<file path="config.mk">
export PLATFORM = sky130hd
export DESIGN_NAME = regfile_top
export DESIGN_NICKNAME = d
export VERILOG_FILES = /design/src/hdl/rf_pkg.sv /design/src/hdl/req_slot.sv /design/src/hdl/wr_arbiter.sv /design/src/hdl/operand_fetch.sv /design/src/hdl/gpr_regfile.sv /design/src/hdl/regfile_top.sv
export SDC_FILE = /design/constraint.sdc
export NUM_CORES = 2
export LEC_CHECK = 0
export BUFFER_PORTS_ARGS = -buffer_cell sky130_fd_sc_hd__buf_2
export CAP_MARGIN = 20
export CORE_UTILIZATION = 48
export DETAILED_ROUTE_END_ITERATION = 12
export GPL_ROUTABILITY_DRIVEN = 0
export PLACE_DENSITY = 0.6
export SYNTH_ARGS = -nofsm -noshare
export SYNTH_HDL_FRONTEND = slang
export SYNTH_SLANG_ARGS = --single-unit
</file>
<file path="constraint.sdc">
create_clock -name clk -period 4.7 [get_ports clk]
set_clock_uncertainty 0.15 [all_clocks]
set_input_delay 1.175 -clock clk [delete_from_list [all_inputs] [get_ports clk]]
set_output_delay 1.175 -clock clk [all_outputs]
set_load 0.02 [all_outputs]
</file>
<file path="src/hdl/rf_pkg.sv">
`default_nettype none

package rf_pkg;

  // ============================================================
  // register file geometry
  // ============================================================
  localparam int NTHREADS = 4;                  // barrel-threaded hw threads
  localparam int NREGS    = 32;                 // gprs per thread
  localparam int TID_W    = $clog2(NTHREADS);   // thread id width
  localparam int REG_W    = $clog2(NREGS);      // register number width
  localparam int ADDR_W   = TID_W + REG_W;      // flat address, tid on top

  // word and lane layout
  localparam int DATA_W = 32;
  localparam int NLANES = 4;                    // byte lanes per word
  localparam int LANE_W = DATA_W / NLANES;      // 8 bits per lane

  typedef logic [DATA_W-1:0] value_t;

  // ============================================================
  // client payloads
  // ============================================================
  // write slot payload, field order matches the top level concat
  typedef struct packed {
    logic [TID_W-1:0]  tid;    // target thread
    logic [REG_W-1:0]  rnum;   // target register
    logic [NLANES-1:0] be;     // byte lanes to update
    value_t            value;  // write data
  } wr_req_t;

  // read slot payload
  typedef struct packed {
    logic [TID_W-1:0] tid;
    logic [REG_W-1:0] rnum;
  } rd_req_t;

endpackage

`default_nettype wire

</file>
<file path="src/hdl/req_slot.sv">
`timescale 1ns/1ps
`default_nettype none

module req_slot #(
  parameter type payload_t = logic [31:0]
) (
  input  logic     clk,
  input  logic     rst_n,
  input  logic     req,       // four-phase request from client
  output logic     ack,       // registered acknowledge
  input  payload_t req_data,  // client fields, stable while req high
  output logic     pending,   // slot holds an unserviced request
  output payload_t payload,   // latched copy of req_data
  input  logic     done       // service finished this cycle
);

  typedef enum logic [1:0] {
    ST_IDLE  = 2'd0,  // waiting for req
    ST_PEND  = 2'd1,  // latched, waiting for service
    ST_ACKED = 2'd2   // ack up, waiting for req to drop
  } state_e;

  state_e state;

  // ============================================================
  // handshake fsm
  // ============================================================
  always_ff @(posedge clk or negedge rst_n) begin
    if (!rst_n) begin
      state <= ST_IDLE;
    end else begin
      case (state)
        ST_IDLE:  if (req) state <= ST_PEND;    // accept on first req seen
        ST_PEND:  if (done) state <= ST_ACKED;  // ack one edge after done
        ST_ACKED: if (!req) state <= ST_IDLE;   // ack falls after req low
        default:  state <= ST_IDLE;
      endcase
    end
  end

  // payload capture, only when a new request is accepted
  always_ff @(posedge clk) begin
    if (state == ST_IDLE && req) begin
      payload <= req_data;
    end
  end

  assign pending = (state == ST_PEND);
  assign ack     = (state == ST_ACKED);  // straight decode of the state flop

  // ack only ever rises on an edge where the client was requesting
  a_ack_needs_req : assert property (@(posedge clk) disable iff (!rst_n)
    $rose(ack) |-> $past(req));

  // the serving unit must not complete a request this slot does not hold
  a_done_when_pending : assert property (@(posedge clk) disable iff (!rst_n)
    done |-> pending);

endmodule

`default_nettype wire

</file>
<file path="src/hdl/wr_arbiter.sv">
`timescale 1ns/1ps
`default_nettype none

module wr_arbiter (
  input  logic                       clk,
  input  logic                       rst_n,
  input  logic                       pend_a,  // alu slot pending
  input  logic                       pend_b,  // load slot pending
  input  rf_pkg::wr_req_t            req_a,
  input  rf_pkg::wr_req_t            req_b,
  output logic                       done_a,  // high in the cycle of its write
  output logic                       done_b,
  output logic [rf_pkg::NLANES-1:0]  wr,      // byte lane enables to memory
  output logic [rf_pkg::ADDR_W-1:0]  wa,
  output rf_pkg::value_t             wdata
);

  logic            prio_b;  // set when slot b wins a tie
  logic            grant_a;
  logic            grant_b;
  rf_pkg::wr_req_t sel;     // winner's payload

  // ============================================================
  // round-robin pick
  // ============================================================
  // each side wins when alone or when it holds priority
  assign grant_a = pend_a && (!pend_b || !prio_b);
  assign grant_b = pend_b && (!pend_a ||  prio_b);

  // after a grant the loser of the tie gets first pick next time
  always_ff @(posedge clk or negedge rst_n) begin
    if (!rst_n) begin
      prio_b <= 1'b0;         // alu side favoured out of reset
    end else if (grant_a) begin
      prio_b <= 1'b1;
    end else if (grant_b) begin
      prio_b <= 1'b0;
    end
  end

  // ============================================================
  // write port mux
  // ============================================================
  always_comb begin
    sel = req_a;
    if (grant_b) begin
      sel = req_b;
    end
  end

  always_comb begin
    if (grant_a || grant_b) begin
      wr = sel.be;            // lanes straight from the client mask
    end else begin
      wr = '0;                // idle port writes nothing
    end
  end

  assign wa     = {sel.tid, sel.rnum};  // thread id in the upper bits
  assign wdata  = sel.value;
  assign done_a = grant_a;
  assign done_b = grant_b;

  // a winning slot leaves pending before the next cycle, one write per request
  a_once_a : assert property (@(posedge clk) disable iff (!rst_n)
    done_a |=> !done_a);
  a_once_b : assert property (@(posedge clk) disable iff (!rst_n)
    done_b |=> !done_b);

endmodule

`default_nettype wire

</file>
<file path="src/hdl/operand_fetch.sv">
`timescale 1ns/1ps
`default_nettype none

module operand_fetch (
  input  logic                      clk,
  input  logic                      rst_n,
  input  logic                      pending,  // read slot holds a request
  input  rf_pkg::rd_req_t           rq,       // latched tid and register
  output logic                      done,     // data captured next edge
  output logic                      ce,       // load regfile read address
  output logic [rf_pkg::ADDR_W-1:0] ra,
  input  rf_pkg::value_t            o,        // regfile read data
  output rf_pkg::value_t            rd_data   // held until next read
);

  logic issued;  // address registered in regfile, o is valid now

  // ============================================================
  // two step sequence: issue, then capture
  // ============================================================
  // step 1, first pending cycle sends the address
  assign ce = pending && !issued;
  assign ra = {rq.tid, rq.rnum};

  // step 2, o carries the word, slot acks on the same edge we capture
  assign done = issued;

  always_ff @(posedge clk or negedge rst_n) begin
    if (!rst_n) begin
      issued <= 1'b0;
    end else begin
      issued <= ce;           // one cycle pulse after each issue
    end
  end

  // capture register, visible together with ack
  always_ff @(posedge clk or negedge rst_n) begin
    if (!rst_n) begin
      rd_data <= '0;
    end else if (issued) begin
      rd_data <= o;
    end
  end

endmodule

`default_nettype wire

</file>
<file path="src/hdl/gpr_regfile.sv">
`timescale 1ns/1ps
`default_nettype none

module gpr_regfile #(
  parameter bit ZERO_BYPASS = 1'b0  // r0 of every thread reads as zero
) (
  input  logic                      clk,
  input  logic                      ce,  // read address load
  input  logic [rf_pkg::NLANES-1:0] wr,  // per lane write enable
  input  logic [rf_pkg::ADDR_W-1:0] wa,
  input  rf_pkg::value_t            i,
  input  logic [rf_pkg::ADDR_W-1:0] ra,
  output rf_pkg::value_t            o
);

  localparam int DEPTH = rf_pkg::NTHREADS * rf_pkg::NREGS;

  rf_pkg::value_t              mem [DEPTH];  // one word per thread/register
  logic [rf_pkg::ADDR_W-1:0]   rar;          // registered read address

  // ============================================================
  // storage
  // ============================================================
  // all threads start with cleared registers
  initial begin
    for (int k = 0; k < DEPTH; k++) begin
      mem[k] = '0;
    end
  end

  // byte lane writes, mask alone decides
  always_ff @(posedge clk) begin
    for (int l = 0; l < rf_pkg::NLANES; l++) begin
      if (wr[l]) begin
        mem[wa][l*rf_pkg::LANE_W +: rf_pkg::LANE_W] <= i[l*rf_pkg::LANE_W +: rf_pkg::LANE_W];
      end
    end
  end

  // ============================================================
  // read side
  // ============================================================
  always_ff @(posedge clk) begin
    if (ce) begin
      rar <= ra;              // one cycle read latency
    end
  end

  always_comb begin
    if (ZERO_BYPASS && rar[rf_pkg::REG_W-1:0] == '0) begin
      o = '0;                 // hardwired zero register
    end else begin
      o = mem[rar];           // async read behind the address flop
    end
  end

  // an unknown write address would corrupt an arbitrary word
  a_wa_known : assert property (@(posedge clk)
    (|wr) |-> !$isunknown(wa));

endmodule

`default_nettype wire

</file>
<file path="src/hdl/regfile_top.sv">
`timescale 1ns/1ps
`default_nettype none

module regfile_top #(
  parameter bit ZERO_BYPASS = 1'b0
) (
  input  logic                      clk,
  input  logic                      rst_n,
  // alu writeback client
  input  logic                      alu_req,
  output logic                      alu_ack,
  input  logic [rf_pkg::TID_W-1:0]  alu_tid,
  input  logic [rf_pkg::REG_W-1:0]  alu_reg,
  input  logic [rf_pkg::NLANES-1:0] alu_be,
  input  rf_pkg::value_t            alu_data,
  // load writeback client
  input  logic                      ld_req,
  output logic                      ld_ack,
  input  logic [rf_pkg::TID_W-1:0]  ld_tid,
  input  logic [rf_pkg::REG_W-1:0]  ld_reg,
  input  logic [rf_pkg::NLANES-1:0] ld_be,
  input  rf_pkg::value_t            ld_data,
  // operand read client
  input  logic                      rd_req,
  output logic                      rd_ack,
  input  logic [rf_pkg::TID_W-1:0]  rd_tid,
  input  logic [rf_pkg::REG_W-1:0]  rd_reg,
  output rf_pkg::value_t            rd_data
);

  logic                      alu_pend, ld_pend, rd_pend;
  logic                      alu_done, ld_done, rd_done;
  rf_pkg::wr_req_t           alu_pl, ld_pl;  // latched write payloads
  rf_pkg::rd_req_t           rd_pl;
  logic                      rf_ce;          // driven by the read sequencer
  logic [rf_pkg::NLANES-1:0] rf_wr;
  logic [rf_pkg::ADDR_W-1:0] rf_wa, rf_ra;
  rf_pkg::value_t            rf_wdata, rf_o;

  // ============================================================
  // client slots, concat order follows the struct fields
  // ============================================================
  req_slot #(.payload_t(rf_pkg::wr_req_t)) u_alu_slot (
    .clk(clk), .rst_n(rst_n), .req(alu_req), .ack(alu_ack),
    .req_data({alu_tid, alu_reg, alu_be, alu_data}),
    .pending(alu_pend), .payload(alu_pl), .done(alu_done)
  );

  req_slot #(.payload_t(rf_pkg::wr_req_t)) u_ld_slot (
    .clk(clk), .rst_n(rst_n), .req(ld_req), .ack(ld_ack),
    .req_data({ld_tid, ld_reg, ld_be, ld_data}),
    .pending(ld_pend), .payload(ld_pl), .done(ld_done)
  );

  req_slot #(.payload_t(rf_pkg::rd_req_t)) u_rd_slot (
    .clk(clk), .rst_n(rst_n), .req(rd_req), .ack(rd_ack),
    .req_data({rd_tid, rd_reg}),
    .pending(rd_pend), .payload(rd_pl), .done(rd_done)
  );

  // ============================================================
  // write arbitration, read sequencing, storage
  // ============================================================
  wr_arbiter u_wr_arbiter (
    .clk(clk), .rst_n(rst_n),
    .pend_a(alu_pend), .pend_b(ld_pend), .req_a(alu_pl), .req_b(ld_pl),
    .done_a(alu_done), .done_b(ld_done),
    .wr(rf_wr), .wa(rf_wa), .wdata(rf_wdata)
  );

  operand_fetch u_operand_fetch (
    .clk(clk), .rst_n(rst_n), .pending(rd_pend), .rq(rd_pl), .done(rd_done),
    .ce(rf_ce), .ra(rf_ra), .o(rf_o), .rd_data(rd_data)
  );

  gpr_regfile #(.ZERO_BYPASS(ZERO_BYPASS)) u_gpr_regfile (
    .clk(clk), .ce(rf_ce), .wr(rf_wr), .wa(rf_wa), .i(rf_wdata),
    .ra(rf_ra), .o(rf_o)
  );

endmodule

`default_nettype wire

</file>
==> summary.md <==
| Metric | Value |
|---|---|
| Async S/R FF share, synth | `0.00944` |
| CP required | `5150 ps` |
| Pre-antenna DRT Iters | `11` |
| Post-layout minimum cycle time | `4420 ps` |
| Footprint of the multi-input gates | `35,800 um2` |
| Dpl hpwl | `289,000 um` |
| End of the worst register-to-register path | `u_gpr_regfile.mem[64][11]` |
| First-pass GRT wire length | `641,000 um` |
| Adder-cell area share of the yosys netlist | `0` |
| Area post-placement | `173,000 um2` |
| Pin count of the biggest net entering global routing | `129` |
| Antenna viol nets, final | `0` |
| Critical Path AT | `4870 ps` |
| Starting Density | `0.482` |
| DRC Markers | `2` |
| Critical path's slowest cell | `o31ai_1` |
| CP delay by family, top | `simple AND/OR/NAND/NOR gates` |
| Critical path class | `flop to flop` |
| Layout fillers | `26,200` |
| Main combinational cell family by area after synthesis | `multiplexers` |
| Skew-Pair Late Insertion Delay | `1010 ps` |
| Die area | `347,000 um2` |
| Hold Buf Count CTS | `0` |
| Final wirelength | `453,000 um` |
| CP startpoint kind | `flop` |
| Critical Path Sink Type | `flop` |
| Clock Tree Buf Depth | `4` |
| Vias in the first global route | `86,100` |
| Layout Cells excl Fill | `14,000` |
| Worst Tran Pin Value | `1250 ps` |
| Post-cts sizing count | `0` |
| Crit-path most repeated cell | `buf_4` |
| Area grow syn2layout | `13.5%` |
| Die Width | `589 um` |
| Sequential area share after synthesis | `0.769` |
| Avg Cell Area, Syn | `19.0 um2` |
| Failing checks | `design-rule violations` |
| I/O Pins | `133` |
| CP max stage delay | `800 ps` |
| Clock tree sinks | `4,236` |
| Total negative slack | `0 ps` |
| Synth Register Bits | `4,236` |
| Post-CTS Setup Repair Bufs | `0` |
| GRT Total Usage | `0.258` |
| Peak VDD IR | `549 uV` |
| PwrDens | `597 nW/um2` |
| CP Cell Sequence | `nand2b_1, o21a_4, buf_4, o31ai_1, nand2_2, buf_4, nor2_1` |
| Worst reg-to-reg setup slack | `280 ps` |
| FP Rows | `215` |
| Final hold violation count | `0` |
| Worst-path clk slew | `60 ps` |
| Post-synth EDFFs | `4,196` |
| Mapped Nets | `8,802` |
| 1st-iter DRT viols | `9,863` |
| Commonest non-fill, non-tap cell in the layout | `edfxtp_1` |
| Mapped cell area | `165,000 um2` |
| HP Class | `input port to asynchronous set/reset pin` |
| Synth Area in Simple Gates | `0.0333` |
| Nets@finish | `9,192` |
| Crit-path max FO | `23` |
| Reg2Reg Depth | `7` |
| Synth cell types | `51` |
| Clock Root Buffer | `clkbuf_16` |
| Slew Limit Fails | `0` |
| Layout cells sized above 1 | `0.193` |
| Slew headroom | `0.167` |
| Leakage | `61.3 nW` |
| Fin crit share | `0.941` |
| Most frequent cells in the layout | `4,196 x edfxtp_1, 1,012 x mux2i_1, 684 x nor2_1, 564 x mux4_2, 434 x clkbuf_16` |
| Area of the core | `343,000 um2` |
| Status | `finished with violations` |
| Utilization after layout | `0.547` |
| Crit path buf inv count | `2` |
| Warnings, synthesis | `0` |
| Cells after DPL | `13,200` |
| Grt ovf | `0` |
| Fmax | `226 MHz` |
| Post-DR wirelength/cell | `32.3 um` |
| Total power | `0.112 W` |
| Post-Synth XOR/XNOR Area | `0` |
| Syn Inst Count | `8,704` |
| Vias/cell | `6.17` |
| Primary FF master, synth | `edfxtp_1` |
| Post-synthesis mux area share | `0.139` |
| CTS buffer count | `430` |
| Die H | `589 um` |
| R2r startpoint | `u_alu_slot.state[1]` |
| Initial antenna violation count | `29` |
| # setup viols final | `0` |
| Stages on worst setup path | `7` |
| Storage element area | `127,000 um2` |
| Compound-Gate Fraction of Synth Area | `0.0414` |
| RSZ-0062 raised after global routing | `false` |
| Via count | `86,500` |
| PortBufs | `132` |
| Max cap viols | `0` |
| H-Tree Depth | `5` |
| Fin area | `188,000 um2` |
| CTS tree | `yes` |
## cell families after synthesis
logic type	count (synthesis)
buffers and inverters	587
DFF	4236
AOI/OAI and AO/OA	974
and+or+nand+nor	1324
muxes	1583
## worst reg2reg max path, delay by kind of cell, from the launching register on
kind                   cells  cell delay, ps
flip-flops                 1             430
buffers and inverters      2             670
AO/OA/AOI/OAI              2            1100
AND/OR/NAND/NOR            3            1680
## power by group
group / total [W] / switching (W) / internal [W]
clock network: 0.0343 / 0.0144 / 0.0198
registers: 0.0475 / 0.000670 / 0.0468
logic: 0.0302 / 0.0208 / 0.00941
total: 0.112 / 0.0359 / 0.0761
## flip-flops by register name, indices dropped and copies added, names as in the netlist
name and cells:
u_operand_fetch.rd_data 32, u_operand_fetch.done 1, u_rd_slot.state 2, u_wr_arbiter.prio_b 1, u_ld_slot.payload 43, u_gpr_regfile.rar 7
u_alu_slot.state 2, u_gpr_regfile.mem 4096, u_rd_slot.payload 7, u_alu_slot.payload 43, u_ld_slot.state 2
## stage by stage
stage	setup WS, ps	hold WS (ps)
6_report	279	124
4_1_cts	375	106
3_5_place_dp	348	268
5_1_grt	192	138
2_1_floorplan	795	250
3_3_place_gp	354	266
## cells in the mapped netlist (all sizes together) (82+ instances only)
cell type,number,share of area
a21oi,103,0.0031
a22oi,174,0.0079
buf,310,0.012
clkbuf,248,0.0056
edfxtp,4196,0.76
mux2i,1012,0.061
mux4,564,0.077
nand2,376,0.0086
nor2,692,0.016
nor3,108,0.0033
o21ai,82,0.0025
o221ai,99,0.0052
o22ai,209,0.0079
## layout make-up
class,count,area share
inverters,29,0.000614
diodes,7,0.0000934
clock inverters,269,0.0154
clock buffers,520,0.0597
repair buffers,516,0.0255
flip-flops and latches,4236,0.677
well taps,4557,0.0304
multi-input cells,3881,0.191
## layer usage
layer / up-vias / wire length, um / global-route usage
met5: - / 65 / 0
li1: 36100 / - / -
met2: 4121 / 211000 / 0.402
met1: 45600 / 186000 / 0.368
met4: 10 / 17900 / 0.0977
met3: 726 / 38300 / 0.0451
## how the worst max path moves through the flow
| stage | slack (ps) | end | startpoint |
|---|---|---|---|
| final | 280 | u_gpr_regfile.mem[64][11] | u_alu_slot.state[1] |
| after global routing | 190 | u_gpr_regfile.mem[65][30] | u_alu_slot.state[1] |
| after CTS | 370 | u_gpr_regfile.mem[65][28] | u_alu_slot.state[1] |
| after detailed placement | 350 | u_gpr_regfile.mem[65][24] | u_alu_slot.state[1] |
| after global placement | 350 | u_gpr_regfile.mem[24][17] | u_alu_slot.state[1] |
| after floorplan | 790 | u_ld_slot.payload[0] | ld_req |
Power figures use the tool's default switching activity.
